### src/verilog/zport_pkg.sv
// Z80 port controller definitions

package zport_pkg;

  // low address bytes of the internal ports
  localparam logic [7:0] PORT_FE     = 8'hFE; // keyboard, tape, border
  localparam logic [7:0] PORT_XT     = 8'hAF; // extended registers #nnAF
  localparam logic [7:0] PORT_FD     = 8'hFD; // #7FFD paging
  localparam logic [7:0] PORT_KJOY   = 8'h1F; // kempston joystick
  localparam logic [7:0] PORT_KMOUSE = 8'hDF; // kempston mouse
  localparam logic [7:0] PORT_SDCFG  = 8'h77; // SD config
  localparam logic [7:0] PORT_SDDAT  = 8'h57; // SD data

  // high address indices behind #nnAF
  localparam logic [7:0] XT_VCONF     = 8'h00;
  localparam logic [7:0] XT_VPAGE     = 8'h01;
  localparam logic [7:0] XT_TSCONF    = 8'h06;
  localparam logic [7:0] XT_PALSEL    = 8'h07;
  localparam logic [7:0] XT_XBORDER   = 8'h0F;
  localparam logic [7:0] XT_RAMPAGE   = 8'h10; // #10..#13
  localparam logic [7:0] XT_FMADDR    = 8'h15;
  localparam logic [7:0] XT_SYSCONF   = 8'h20;
  localparam logic [7:0] XT_MEMCONF   = 8'h21;
  localparam logic [7:0] XT_HSINT     = 8'h22;
  localparam logic [7:0] XT_VSINTL    = 8'h23;
  localparam logic [7:0] XT_VSINTH    = 8'h24;
  localparam logic [7:0] XT_INTMASK   = 8'h2A;
  localparam logic [7:0] XT_CACHECONF = 8'h2B;
  localparam logic [7:0] XT_XSTAT     = 8'h00; // read side only

  // page register reset values, index 0 in the low byte
  localparam logic [3:0][7:0] RAMPAGE_RESET = {8'h00, 8'h02, 8'h05, 8'h00};

  // one bit per decoded low address
  typedef struct packed {
    logic fe;
    logic xt;
    logic fd;
    logic kjoy;
    logic kmouse;
    logic sdcfg;
    logic sddat;
  } port_sel_t;

  // write strobes towards the video block
  typedef struct packed {
    logic zborder;   // #FE write
    logic border;
    logic zvpage;    // #7FFD write
    logic vpage;
    logic vconf;
    logic tsconf;
    logic palsel;
    logic hint_beg;
    logic vint_begl;
    logic vint_begh;
  } video_strobe_t;

  // configuration register outputs
  typedef struct packed {
    logic [7:0]  sysconf;
    logic [7:0]  memconf;
    logic [3:0]  cacheconf;
    logic [7:0]  intmask;
    logic [4:0]  fmaddr;
    logic [31:0] xt_page;  // page 3 in the top byte
  } cfg_out_t;

  // counted #7FFD write with its page value
  typedef struct packed {
    logic       wr;
    logic       memconf0;
    logic [7:0] page;
  } page_wr_t;

endpackage
### src/verilog/z80_port_ctrl.sv
// Z80 I/O port controller
`timescale 1ns/10ps

module z80_port_ctrl #(
  parameter logic [7:0] MEMCONF_INIT = 8'h04,
  parameter logic [7:0] INTMASK_INIT = 8'h01
) (
  input  logic                      clk,
  input  logic                      rst,
  input  logic [15:0]               a,
  input  logic [7:0]                din,
  input  logic                      iord,
  input  logic                      wr,
  input  logic                      iowr_s,
  input  logic                      iord_s,
  input  logic                      regs_we,
  input  logic                      opfetch,
  input  logic                      dos,
  input  logic [4:0]                keys_in,
  input  logic                      tape_read,
  input  logic [7:0]                mus_in,
  input  logic [4:0]                kj_in,
  input  logic [7:0]                sd_dataout,
  output logic [7:0]                dout,
  output logic                      dataout,
  output logic                      porthit,
  output zport_pkg::video_strobe_t  strobes,
  output zport_pkg::cfg_out_t       cfg,
  output logic                      sdcs_n,
  output logic                      sd_start,
  output logic [7:0]                sd_datain
);

  zport_pkg::port_sel_t sel;
  zport_pkg::page_wr_t  page_wr;
  logic [7:0]           hoa;
  logic                 xt_wr;
  logic                 xstat_rd;
  logic                 fd_wr;
  logic                 pwr_up_flag;

  port_decode decode_i (
    .a        (a),
    .regs_we  (regs_we),
    .iowr_s   (iowr_s),
    .iord_s   (iord_s),
    .iord     (iord),
    .dos      (dos),
    .sel      (sel),
    .hoa      (hoa),
    .xt_wr    (xt_wr),
    .xstat_rd (xstat_rd),
    .fd_wr    (fd_wr),
    .strobes  (strobes),
    .porthit  (porthit),
    .dataout  (dataout)
  );

  page_7ffd page_i (
    .clk          (clk),
    .rst          (rst),
    .din          (din),
    .opfetch      (opfetch),
    .fd_wr        (fd_wr),
    .memconf_mode (cfg.memconf[7:6]),
    .page_wr      (page_wr)
  );

  xt_regs #(
    .MEMCONF_INIT (MEMCONF_INIT),
    .INTMASK_INIT (INTMASK_INIT)
  ) regs_i (
    .clk         (clk),
    .rst         (rst),
    .din         (din),
    .hoa         (hoa),
    .xt_wr       (xt_wr),
    .xstat_rd    (xstat_rd),
    .page_wr     (page_wr),
    .cfg         (cfg),
    .pwr_up_flag (pwr_up_flag)
  );

  sd_ctrl sd_i (
    .clk       (clk),
    .rst       (rst),
    .din       (din),
    .wr        (wr),
    .iowr_s    (iowr_s),
    .iord_s    (iord_s),
    .sel       (sel),
    .sdcs_n    (sdcs_n),
    .sd_start  (sd_start),
    .sd_datain (sd_datain)
  );

  read_mux mux_i (
    .sel         (sel),
    .hoa         (hoa),
    .dos         (dos),
    .keys_in     (keys_in),
    .tape_read   (tape_read),
    .kj_in       (kj_in),
    .mus_in      (mus_in),
    .sd_dataout  (sd_dataout),
    .cfg         (cfg),
    .pwr_up_flag (pwr_up_flag),
    .dout        (dout)
  );

endmodule

### src/verilog/read_mux.sv
// port read data mux
`timescale 1ns/10ps

module read_mux (
  input  zport_pkg::port_sel_t  sel,
  input  logic [7:0]            hoa,
  input  logic                  dos,
  input  logic [4:0]            keys_in,
  input  logic                  tape_read,
  input  logic [4:0]            kj_in,
  input  logic [7:0]            mus_in,
  input  logic [7:0]            sd_dataout,
  input  zport_pkg::cfg_out_t   cfg,
  input  logic                  pwr_up_flag,
  output logic [7:0]            dout
);

  always_comb
  begin
    dout = 8'hFF;  // unused ports float high
    if (sel.fe)
      dout = {1'b1, tape_read, 1'b1, keys_in};
    else if (sel.xt)
    begin
      if (hoa == zport_pkg::XT_XSTAT)
        dout = {1'b0, pwr_up_flag, 6'b000000};
      else if (hoa == zport_pkg::XT_RAMPAGE + 8'd2 || hoa == zport_pkg::XT_RAMPAGE + 8'd3)
        dout = cfg.xt_page[{hoa[1:0], 3'b000} +: 8];
    end
    else if (sel.kjoy && !dos)
      dout = {3'b000, kj_in};
    else if (sel.kmouse)
      dout = mus_in;
    else if (sel.sdcfg)
      dout = 8'h00;  // card present, not write protected
    else if (sel.sddat)
      dout = sd_dataout;
  end

endmodule

### src/verilog/sd_ctrl.sv
// SD card port control
`timescale 1ns/10ps

module sd_ctrl (
  input  logic                  clk,
  input  logic                  rst,
  input  logic [7:0]            din,
  input  logic                  wr,
  input  logic                  iowr_s,
  input  logic                  iord_s,
  input  zport_pkg::port_sel_t  sel,
  output logic                  sdcs_n,
  output logic                  sd_start,
  output logic [7:0]            sd_datain
);

  always_ff @(posedge clk)
  begin
    if (rst)
      sdcs_n <= 1'b1;  // card deselected
    else if (sel.sdcfg && iowr_s)
      sdcs_n <= din[1];
  end

  // any access to #57 kicks one SPI byte
  assign sd_start  = sel.sddat && (iowr_s || iord_s);
  assign sd_datain = wr ? din : 8'hFF;  // read shifts out ones

  a_cs_idle_after_rst: assert property (
    @(posedge clk)
    rst |=> sdcs_n
  );

endmodule

### src/verilog/xt_regs.sv
// extended configuration registers
`timescale 1ns/10ps

module xt_regs #(
  parameter logic [7:0] MEMCONF_INIT = 8'h04,
  parameter logic [7:0] INTMASK_INIT = 8'h01
) (
  input  logic                  clk,
  input  logic                  rst,
  input  logic [7:0]            din,
  input  logic [7:0]            hoa,
  input  logic                  xt_wr,
  input  logic                  xstat_rd,
  input  zport_pkg::page_wr_t   page_wr,
  output zport_pkg::cfg_out_t   cfg,
  output logic                  pwr_up_flag
);

  logic [3:0][7:0] rampage;
  logic [7:0]      sysconf;
  logic [7:0]      memconf;
  logic [3:0]      cacheconf;
  logic [7:0]      intmask;
  logic [4:0]      fmaddr;
  logic            pwr_up_armed;

  always_ff @(posedge clk)
  begin
    if (rst)
    begin
      rampage   <= zport_pkg::RAMPAGE_RESET;
      sysconf   <= 8'h00;  // 3.5 MHz
      memconf   <= MEMCONF_INIT;
      cacheconf <= 4'h0;   // cache off
      intmask   <= INTMASK_INIT;
      fmaddr    <= 5'd0;
    end
    else if (page_wr.wr)
    begin
      // #7FFD wins over any #nnAF write in the same cycle
      memconf[0] <= page_wr.memconf0;
      rampage[3] <= page_wr.page;
    end
    else if (xt_wr)
    begin
      if (hoa[7:2] == zport_pkg::XT_RAMPAGE[7:2])
        rampage[hoa[1:0]] <= din;

      if (hoa == zport_pkg::XT_FMADDR)
        fmaddr <= din[4:0];

      if (hoa == zport_pkg::XT_SYSCONF)
      begin
        sysconf   <= din;
        cacheconf <= {4{din[2]}}; // cache follows the turbo bit
      end

      if (hoa == zport_pkg::XT_CACHECONF)
        cacheconf <= din[3:0];

      if (hoa == zport_pkg::XT_MEMCONF)
        memconf <= din;

      if (hoa == zport_pkg::XT_INTMASK)
        intmask <= din;
    end
  end

  // power-up status, reads as 1 only on the first XSTAT read
  always_ff @(posedge clk)
  begin
    if (rst)
    begin
      pwr_up_armed <= 1'b1;
      pwr_up_flag  <= 1'b0;
    end
    else if (xstat_rd)
    begin
      pwr_up_flag  <= pwr_up_armed;
      pwr_up_armed <= 1'b0;
    end
  end

  always_comb
  begin
    cfg.sysconf   = sysconf;
    cfg.memconf   = memconf;
    cfg.cacheconf = cacheconf;
    cfg.intmask   = intmask;
    cfg.fmaddr    = fmaddr;
    cfg.xt_page   = rampage;
  end

  // decoder must never flag a status read during a register write
  a_no_wr_and_xstat: assert property (
    @(posedge clk) disable iff (rst)
    !(xt_wr && xstat_rd)
  );

endmodule

### src/verilog/page_7ffd.sv
// 128K paging port #7FFD
`timescale 1ns/10ps

module page_7ffd (
  input  logic                  clk,
  input  logic                  rst,
  input  logic [7:0]            din,
  input  logic                  opfetch,
  input  logic                  fd_wr,
  input  logic [1:0]            memconf_mode,
  output zport_pkg::page_wr_t   page_wr
);

  logic lock48;
  logic m1_lock128;  // follows the last opcode fetch
  logic mode2;
  logic mode3;
  logic lock128;
  logic [2:0] page_hi;

  assign mode2 = (memconf_mode == 2'b10);
  assign mode3 = (memconf_mode == 2'b11); // 1MB mode, no lock at all

  // modes 0 and 1 use memconf bit 6 directly
  assign lock128 = mode3 ? 1'b0 : (mode2 ? m1_lock128 : memconf_mode[0]);

  always_comb
  begin
    if (mode3)
      page_hi = {din[5], din[7:6]};
    else
      page_hi = {1'b0, lock128 ? 2'b00 : din[7:6]};
  end

  always_comb
  begin
    page_wr.wr       = fd_wr && !lock48;
    page_wr.memconf0 = din[4];  // ROM select
    page_wr.page     = {2'b00, page_hi, din[2:0]};
  end

  always_ff @(posedge clk)
  begin
    if (rst)
      m1_lock128 <= 1'b0;
    else if (opfetch)
      m1_lock128 <= (din[7] == din[6]);
  end

  always_ff @(posedge clk)
  begin
    if (rst)
      lock48 <= 1'b0;
    else if (page_wr.wr && !mode3)
      lock48 <= din[5];  // 48K lock
  end

  // once engaged, the 48K lock holds until reset
  a_lock48_sticky: assert property (
    @(posedge clk) disable iff (rst)
    lock48 |=> lock48
  );

endmodule

### src/verilog/port_decode.sv
// Z80 I/O address decoder
`timescale 1ns/10ps

module port_decode (
  input  logic [15:0]               a,
  input  logic                      regs_we,
  input  logic                      iowr_s,
  input  logic                      iord_s,
  input  logic                      iord,
  input  logic                      dos,
  output zport_pkg::port_sel_t      sel,
  output logic [7:0]                hoa,
  output logic                      xt_wr,
  output logic                      xstat_rd,
  output logic                      fd_wr,
  output zport_pkg::video_strobe_t  strobes,
  output logic                      porthit,
  output logic                      dataout
);

  logic [7:0] loa;

  assign loa = a[7:0];
  assign hoa = regs_we ? a[7:0] : a[15:8]; // internal writes carry the index low

  always_comb
  begin
    sel.fe     = (loa == zport_pkg::PORT_FE);
    sel.xt     = (loa == zport_pkg::PORT_XT);
    sel.fd     = (loa == zport_pkg::PORT_FD);
    sel.kjoy   = (loa == zport_pkg::PORT_KJOY);
    sel.kmouse = (loa == zport_pkg::PORT_KMOUSE);
    sel.sdcfg  = (loa == zport_pkg::PORT_SDCFG);
    sel.sddat  = (loa == zport_pkg::PORT_SDDAT);
  end

  // joystick is hidden while DOS is paged in
  assign porthit = sel.fe || sel.xt || sel.fd || sel.kmouse || sel.sdcfg || sel.sddat
                || (sel.kjoy && !dos);
  assign dataout = porthit && iord;

  assign xt_wr    = (sel.xt && iowr_s) || regs_we;
  assign xstat_rd = sel.xt && iord_s && !regs_we && (hoa == zport_pkg::XT_XSTAT);
  assign fd_wr    = sel.fd && !a[15] && iowr_s; // a15 high is the AY

  always_comb
  begin
    strobes.zborder   = sel.fe && iowr_s;
    strobes.border    = xt_wr && (hoa == zport_pkg::XT_XBORDER);
    strobes.zvpage    = fd_wr;
    strobes.vpage     = xt_wr && (hoa == zport_pkg::XT_VPAGE);
    strobes.vconf     = xt_wr && (hoa == zport_pkg::XT_VCONF);
    strobes.tsconf    = xt_wr && (hoa == zport_pkg::XT_TSCONF);
    strobes.palsel    = xt_wr && (hoa == zport_pkg::XT_PALSEL);
    strobes.hint_beg  = xt_wr && (hoa == zport_pkg::XT_HSINT);
    strobes.vint_begl = xt_wr && (hoa == zport_pkg::XT_VSINTL);
    strobes.vint_begh = xt_wr && (hoa == zport_pkg::XT_VSINTH);
  end

endmodule

### config.mk
export PLATFORM = sky130hd
export DESIGN_NAME = z80_port_ctrl
export DESIGN_NICKNAME = d
export VERILOG_FILES = /design/src/verilog/zport_pkg.sv /design/src/verilog/z80_port_ctrl.sv /design/src/verilog/read_mux.sv /design/src/verilog/sd_ctrl.sv /design/src/verilog/xt_regs.sv /design/src/verilog/page_7ffd.sv /design/src/verilog/port_decode.sv
export SDC_FILE = /design/constraint.sdc
export NUM_CORES = 1
export LEC_CHECK = 0
export BUFFER_PORTS_ARGS = -buffer_cell sky130_fd_sc_hd__buf_4
export CORE_AREA = 2 2 118 86
export CTS_BUF_LIST = sky130_fd_sc_hd__clkbuf_8 sky130_fd_sc_hd__clkbuf_16
export CTS_CLUSTER_DIAMETER = 80
export DETAILED_ROUTE_END_ITERATION = 6
export DIE_AREA = 0 0 120 88
export PLACE_DENSITY = 0.76
export SLEW_MARGIN = 5
export SYNTH_ARGS = -nofsm -noshare
export SYNTH_HDL_FRONTEND = slang
export SYNTH_SLANG_ARGS = --single-unit
### constraint.sdc
create_clock -name clk -period 8.1 [get_ports clk]
set_input_delay 1.62 -clock clk [delete_from_list [all_inputs] [get_ports clk]]
set_output_delay 1.62 -clock clk [all_outputs]
set_load 0.01 [all_outputs]
==> results of run 1 <==
[registers in the layout, indices dropped and copies added, names as in the netlist]
signal and flops:
page_i.m1_lock128 1, page_i.lock48 1, regs_i.pwr_up_flag 1, regs_i.memconf 8, regs_i.cfg 32, sd_i.sdcs_n 1, regs_i.pwr_up_armed 1, regs_i.fmaddr 5
regs_i.cacheconf 4, regs_i.sysconf 8, regs_i.intmask 8
[layout by cell type, fill, tap and decap left out, types with 3 or more instances in the layout]
cell type / n
nand2b_1: 8
and3_1: 4
o22ai_1: 7
mux2i_1: 57
clkbuf_8: 4
nand4_1: 4
nand2_1: 28
nor2_1: 73
nand3b_1: 6
inv_1: 10
and2_1: 5
nor3_1: 16
mux2_2: 4
o2bb2ai_1: 4
nor2b_1: 3
or3b_1: 3
o21ai_0: 8
o211ai_1: 4
a22oi_1: 6
or3b_2: 3
a211o_1: 3
or2_2: 3
clkbuf_16: 9
nor4_1: 5
buf_4: 157
nor3b_1: 9
or3_1: 4
a31oi_1: 7
a221o_1: 4
a21oi_1: 8
dfxtp_1: 70
a22o_1: 3
nand3_1: 6
[power breakdown]
part | leakage [nW] | total (W) | switching, W | internal (W)
sequential | 0.564 | 0.000346 | 0.000000569 | 0.000345
clock | 0.162 | 0.000413 | 0.000142 | 0.000271
combinational | 1.60 | 0.0000833 | 0.0000477 | 0.0000356
total | 2.32 | 0.000842 | 0.000190 | 0.000652
[critical path, cell delays in order]
cell	delay, ns
buf_4	0.23
or3b_1	0.45
a222oi_1	0.81
and2_0	0.40
a31oi_1	0.14
a221o_1	0.29
buf_4	0.15
[final timing paths]
check	start	to	slack (ns)
max	regs_we	dout[2]	2.38
min	regs_i.cfg[8]	regs_i.cfg[8]	0.48
max reg2reg	page_i.lock48	regs_i.cfg[29]	6.03
min reg2reg	regs_i.cfg[8]	regs_i.cfg[8]	0.48
[per-layer routing]
metal  up-vias  global-route usage, %
met2       199                  36.57
met3        16                  6.445
met1      1856                  33.56
met4         0                  5.348
li1       1836                      -
met5         -                      0
[logic make-up after synthesis]
kind of cell	synth area share, %
compound gates	13.65
simple gates	27.10
xor+xnor	0.2372
mux	16.67
flops	37.94
buf+inv	4.404
[area by class of cell]
| class | instances | area (um^2) | area share (%) |
|---|---|---|---|
| Sequential cell | 70 | 1401 | 26.81 |
| Inverter | 10 | 37.54 | 0.7180 |
| Multi-Input combinational cell | 323 | 2130 | 40.74 |
| Clock inverter | 3 | 40.04 | 0.7659 |
| Timing Repair Buffer | 157 | 1179 | 22.55 |
| Tap cell | 128 | 160.2 | 3.064 |
| Clock buffer | 13 | 280.3 | 5.361 |
[through the flow]
step / hold WS, ns / utilization, %
detailed placement: 0.4662 / 52.09
global route: 0.4993 / 55.48
global placement: 0.4490 / 52.09
finish: 0.4759 / 55.48
CTS: 0.4780 / 55.48
floorplan: 0.4388 / -
==> out/metrics.cfg, run 1 <==
[min_path]
min_path_cells = 1
min_path_type = reg2reg

[sta]
fin_tns_setup_ns = 0
hold_viol = 0
slew_viol_final = 0
worst_pin_slew_ns = 1.046
period_share_pct = 70.56
relSlewSlack_pct = 30.15
setup-violations-final = 0
rsz0062_at_grt = no
clock_skew_ns = 0.004639
period_needed_ns = 5.715
fin_ws_ns = 2.385
fmax_ghz = 0.1750

[synth]
synth.cell_area_mm2 = 0.003694
yosys_warnings = 0
synth_top_cell_area_share_pct = 37.94
yosys_most_used_dff = dfxtp_1
syn-num-nets = 495
synth_top_cells_by_area = dfxtp_1 38%, mux2i_1 15%, nor2_1 7.4%
synth_top_cell_by_area = dfxtp_1
synth_cell_type_count = 56
ys_ff_latch = 70
ys_top_cells_by_count = 73 x nor2_1, 70 x dfxtp_1, 57 x mux2i_1, 29 x clkbuf_1, 28 x nand2_1
yosysMostFrequentCell = nor2_1
avgSynthCellArea_um2 = 8.491
synthCells = 435
seq_area_frac_synth_pct = 37.94
synth-edff-count = 0
ys_async_sr_fraction_pct = 0

[placement]
gp_congestion = 0.8803
port_buffers = 154
post-dp-hpwl_um = 9654
dpl_worst_slack_ns = 2.412
placed_area_mm2 = 0.004907
post-place-cells = 688

[cells_and_area]
final_area_mm2 = 0.005228
diodes = 0
drive_gt1_share_pct = 32.64
final_nets = 631
n_fill_cell = 899
syn_to_final_growth_pct = 41.53
layoutNonFillerInstCount = 704

[route]
top_layer = met4
drtIter0Drc = 460
wl_um = 12800
route.met3.wl_um = 1231
vias_per_cell = 5.550
ant_nets = 0
drc = 0
wl_per_cell_um = 18.18
wl_met1_um = 5942
num_vias = 3907
route.met2.wl_um = 5520
firstDrtPassIters = 5

[global_routing]
grt_util_all_layers_pct = 23.83
grt_pass1_vias = 3549
grt_overflow_total = 0
antenna_found_initial = 0
grt_max_degree = 73
grt_pass1_wl_um = 19240

[critical_path]
critPathCaptureType = primary output
critPathLaunchType = input port
crit_type = in2out
required_ns = 6.48
crit_arrival_ns = 4.10
r2r_cells = 4
path_max_fanout = 26

[floorplanning]
die_y_um = 88
num_io_pins = 155
die_w_um = 120
start_util_pct = 39.20
rows = 30
dieArea_mm2 = 0.01056
core_area_mm2 = 0.009422

[clocking]
post_cts_resize_count = 0
h-tree-depth = 3
clock_sinks = 70
cts_tree = built
clk_latency_ns = 0.32
cts_buffers = 9
post-cts-setup-buffers = 0
root_buffer = clkbuf_16
clk_pin_slew_ns = 0.05
hold_buffers = 0
max-clock-path-buffers = 2

[power]
ir_drop_mv = 0.1305
finalPower_w = 0.0008420
powerDensity_mw_per_mm2 = 161.1
power.leakage_nw = 2.323

[status]
status = finished clean

[job]
drv_cap = 0

No activity file was read; power rests on OpenSTA's default activity.
==> run 2: changes to the inputs <==
- ABC_AREA: not set -> 1
- CORE_AREA: 2 2 118 86 -> 2 2 122 89
- DIE_AREA: 0 0 120 88 -> 0 0 124 91
- PLACE_DENSITY: 0.76 -> 0.75
- clock period: 8.1 -> 5.7 ns (I/O delays scaled with it)
==> run 2 against run 1 <==
Effect of this change:
- the run now ends with DRC left
- synthesized cell count increased by 49%
- utilization decreased by 2.1 points
- non-clock buffer count is 3 lower
- cell count is 31% higher
- critical endpoint is now strobes[6]
- largest cell class unchanged
==> out/metrics.cfg, run 2 <==
[status]
status = complete, but fails checks
violations = DRC

[floorplanning]
num_io_pins = 155
start_util_pct = 39.09
dieArea_mm2 = 0.01128
die_y_um = 91
die_w_um = 124
rows = 31
core_area_mm2 = 0.01008

[placement]
post-dp-hpwl_um = 9823
port_buffers = 154
post-place-cells = 906
gp_congestion = 0.9315

[clocking]
cts_buffers = 9
post_cts_resize_count = 0
hold_buffers = 0
h-tree-depth = 3
post-cts-setup-buffers = 0
root_buffer = clkbuf_16
clk_latency_ns = 0.33
clk_pin_slew_ns = 0.05
cts_tree = built
clock_sinks = 70
max-clock-path-buffers = 2

[power]
p_sw_w = 0.0002803
power.share.clock_pct = 44.4
finalPower_w = 0.001115
internal_power_w = 0.0008347
ir_drop_mv = 0.09993
power.share.combinational_pct = 11.5
powerDensity_mw_per_mm2 = 207.2
power.leakage_nw = 2.805
netSwitchingFraction_pct = 25.14
seqPwrFrac_pct = 44.1

[sta]
relSlewSlack_pct = 40.60
slew_viol_final = 0
hold_viol = 0
period_needed_ns = 4.222
rsz0062_at_grt = no
clock_skew_ns = 0.003610
period_share_pct = 74.07
worst_pin_slew_ns = 0.8884
fin_tns_setup_ns = 0
fmax_ghz = 0.2369
setup-violations-final = 0

[route]
vias_per_cell = 4.962
wl_per_cell_um = 14.50
drc = 2
wl_um = 13340
drtIter0Drc = 418
ant_nets = 0
num_vias = 4565
firstDrtPassIters = 7

[synth]
synth_top_cell_by_area = dfxtp_1
ys_async_sr_fraction_pct = 0
synth_top_cell_area_share_pct = 35.54
seq_area_frac_synth_pct = 35.54
synthCells = 647
avgSynthCellArea_um2 = 6.094
yosys_warnings = 0
syn-num-nets = 707
ys_top_cells_by_count = 186 x nand2_1, 118 x nor2_1, 70 x dfxtp_1, 64 x inv_1, 45 x nand3_1
synth_cell_type_count = 33
synth.cell_area_mm2 = 0.003943
synth-edff-count = 0
yosysMostFrequentCell = nand2_1
yosys_most_used_dff = dfxtp_1
synth_top_cells_by_area = dfxtp_1 36%, nand2_1 18%, nor2_1 11%
ys_ff_latch = 70

[critical_path]
regToRegStartpoint = page_i.lock48
crit_start = a[3]
crit_arrival_ns = 3.08
required_ns = 4.56
crit_family = simple AND/OR/NAND/NOR gates
critPathCaptureType = primary output
path_buf_inv = 3
cp_cell_sequence = buf_4, nand2_1, nor2_1, nand3_1, nand2_1, inv_1, nor3_1, buf_4
ff2ff_setup_slack_ns = 3.68
cp_slowest_stage_delay_ns = 0.52
critPathLaunchType = input port
crit_type = in2out
slowest_stage = nor2_1
path_max_fanout = 11

[min_path]
hold_start = regs_i.pwr_up_armed
min_path_type = reg2reg

[global_routing]
grt_pass1_vias = 4021
antenna_found_initial = 0
grt_pass1_wl_um = 20510
grt_overflow_total = 0
grt_util_all_layers_pct = 23.39
grt_max_degree = 45

[job]
drv_cap = 0

[cells_and_area]
largest_register_ffs = 32
diodes = 0
multi_input_area_mm2 = 0.002140
layoutNonFillerInstCount = 920
syn_to_final_growth_pct = 36.50
final_cell_mix = 186 x nand2_1, 154 x buf_4, 118 x nor2_1, 70 x dfxtp_1, 66 x inv_1
final_nets = 845
layout_commonest_cell = nand2_1
n_fill_cell = 1076
drive_gt1_share_pct = 25.13
seqCellArea_mm2 = 0.001401

## run 2: power by group through the flow
stage                     Sequential, W  Clock (W)  Combinational [W]
after CTS                      0.000492   0.000502           0.000126
final                          0.000492   0.000495           0.000128
after global placement         0.000502          0           0.000125
after floorplan                0.000503          0          0.0000652
after global routing           0.000492   0.000528           0.000139
after detailed placement       0.000503          0           0.000126
## run 2: worst register-to-register path, delay by kind of cell, from the launching register on
kind	cells	cell delay (ns)
flops	1	0.31
simple gates	5	1.37
buf+inv	2	0.24
## run 2: area by class of cell
class / count / share of cell area, %
Timing Repair Buffer: 154 / 21.48
Clock inverter: 4 / 0.3255
Sequential cell: 70 / 26.04
Clock buffer: 10 / 4.441
Inverter: 70 / 4.883
Multi-Input combinational cell: 480 / 39.76
Tap cell: 132 / 3.069
## run 2: cells by family after synthesis
kind of cell,Yosys count,share of synthesized area [%]
compound gates,88,11.77
buf+inv,97,10.19
flops,70,35.54
simple gates,392,42.49
## run 2: stage by stage
step / hold slack [ns] / area (um^2) / setup slack, ns / util, %
final: 0.4594 / 5381 / 1.478 / 53.36
after global routing: 0.4850 / 5381 / 1.275 / 53.36
after CTS: 0.4658 / 5381 / 1.524 / 53.36
after detailed placement: 0.4560 / 5125 / 1.545 / 50.82
after global placement: 0.4417 / 5125 / 1.541 / 50.82
after floorplan: 0.4196 / 3943 / 2.273 / -
## run 2: layer usage
layer	track usage, %	wire, um	vias up
met5	0	0	-
met4	4.307	110	0
met3	7.035	1292	15
met2	34.34	5637	194
met1	33.92	6297	2053
li1	-	-	2303
## run 2: final timing paths
kind                               to  cells past startpoint
setup / recovery           strobes[6]                      8
hold / removal    regs_i.pwr_up_armed                      2
setup reg to reg     regs_i.fmaddr[0]                      7
hold reg to reg   regs_i.pwr_up_armed                      2
==> run 3: changes to the inputs <==
- clock period: 5.7 -> 4.3 ns (I/O delays scaled with it)
==> run 3 against run 2 <==
Effect of this change:
- the flow now finishes without violations
- cell count up 0.22%
- non-clock buffer count grew 1
- count of clock-buffer cells in the layout did not move
- combinational power rose by 31%
- worst hold slack lost 0.0093 ns
- wire length is 1.3% lower
- first-iteration DRC count grew 12%
- highest routed layer unchanged
==> out/metrics.cfg, run 3 (same netlist as run 2, synthesis figures left out) <==
[min_path]
min_path_type = reg2reg
hold_start = regs_i.pwr_up_armed

[route]
firstDrtPassIters = 5
num_vias = 4597
ant_nets = 0
wl_um = 13160
wl_per_cell_um = 14.28
vias_per_cell = 4.986
drc = 0
drtIter0Drc = 467

[cells_and_area]
largest_register_ffs = 32
utilization_pct = 53.71
layout_commonest_cell = nand2_1
final_cell_mix = 186 x nand2_1, 155 x buf_4, 118 x nor2_1, 70 x dfxtp_1, 68 x inv_1
layoutNonFillerInstCount = 922
syn_to_final_growth_pct = 37.38
diodes = 0
drive_gt1_share_pct = 25.06
seqCellArea_mm2 = 0.001401
multi_input_area_mm2 = 0.002140
n_fill_cell = 1073
final_nets = 846

[clocking]
hold_buffers = 0
post-cts-setup-buffers = 0
root_buffer = clkbuf_16
post_cts_resize_count = 0
clk_latency_ns = 0.33
h-tree-depth = 3
cts_tree = built
clk_pin_slew_ns = 0.05
cts_buffers = 9
max-clock-path-buffers = 2
clock_sinks = 70

[placement]
post-place-cells = 907
gp_congestion = 0.9432
port_buffers = 154
post-dp-hpwl_um = 9913

[floorplanning]
dieArea_mm2 = 0.01128
core_area_mm2 = 0.01008
start_util_pct = 39.09
die_y_um = 91
rows = 31
die_w_um = 124
num_io_pins = 155

[global_routing]
use_met3_pct = 7.475
grt_pass1_vias = 4071
grt.busiest_layer = met2
antenna_found_initial = 0
grt_overflow_total = 0
grt_pass1_wl_um = 20290
grt_max_degree = 45
grt_util_all_layers_pct = 23.21
grt_util_met2_pct = 33.20
use_met1_pct = 32.77

[sta]
relSlewSlack_pct = 39.63
worst_pin_slew_ns = 0.9029
rsz0062_at_grt = no
slew_viol_final = 0
fin_tns_setup_ns = 0
period_share_pct = 80.01
period_needed_ns = 3.440
hold_viol = 0
clock_skew_ns = 0.006997
setup-violations-final = 0
whs_ns = 0.4501
fmax_ghz = 0.2907

[critical_path]
critPathLaunchType = input port
cp_slowest_stage_delay_ns = 0.37
crit_arrival_ns = 2.58
required_ns = 3.44
critPathCaptureType = primary output
regToRegStartpoint = page_i.lock48
critPathMostFrequentCell = nand2_1
crit_start = regs_we
slowest_stage = inv_1
cp_cell_sequence = buf_4, inv_2, nand2_1, nand2_2, nand2_1, inv_1, a21oi_1, nand2_1, nand2_1, a21oi_1, buf_4
path_max_fanout = 15
crit_type = in2out

[power]
finalPower_w = 0.001531
powerDensity_mw_per_mm2 = 282.7
power.leakage_nw = 2.827
ir_drop_mv = 0.2071

[status]
status = finished clean

[job]
drv_cap = 0

## run 3: changes by cell type in the layout (fill, tap and decap cells not counted)
cell / previous run / this run
inv_1: 66 / 68
buf_4: 154 / 155
bufinv_16: 0 / 1
clkinv_2: 2 / 0
## run 3: power by group
| part | leakage (nW) | switching [W] | total (W) | internal (W) |
|---|---|---|---|---|
| logic | 2.11 | 0.000105 | 0.000168 | 0.0000628 |
| registers | 0.564 | 0.00000129 | 0.000652 | 0.000651 |
| clock network | 0.154 | 0.000258 | 0.000711 | 0.000453 |
## run 3: metrics by stage
step	setup WS (ns)	area (um^2)
detailed placement	0.8599	5132
CTS	0.8535	5416
global placement	0.8897	5132
finish	0.8597	5416
floorplan	1.433	3943
global route	0.6445	5416
## run 3: cell type report
type | instances | area share, %
clock buffers | 10 | 4.412
flip-flops and latches | 70 | 25.87
multi-input cells | 480 | 39.50
inverters | 70 | 4.851
well taps | 132 | 3.049
repair buffers | 155 | 21.48
clock inverters | 5 | 0.8316
## run 3: final timing paths
kind	to	slack, ns	cells past startpoint
hold / removal	regs_i.pwr_up_armed	0.45	2
setup reg to reg	regs_i.fmaddr[1]	2.25	7
setup / recovery	dout[0]	0.86	11
hold reg to reg	regs_i.pwr_up_armed	0.45	2
## run 3: worst max-delay path, delay by kind of cell
kind            cells  cell delay (ns)
compound gates      2             0.32
simple gates        5             0.53
buf+inv             4             0.87
## run 3: metal layers
layer	share of wire [%]	vias up
li1	-	2305
met1	45	2044
met2	42	223
met3	11	25
met4	1.8	0
met5	0	-
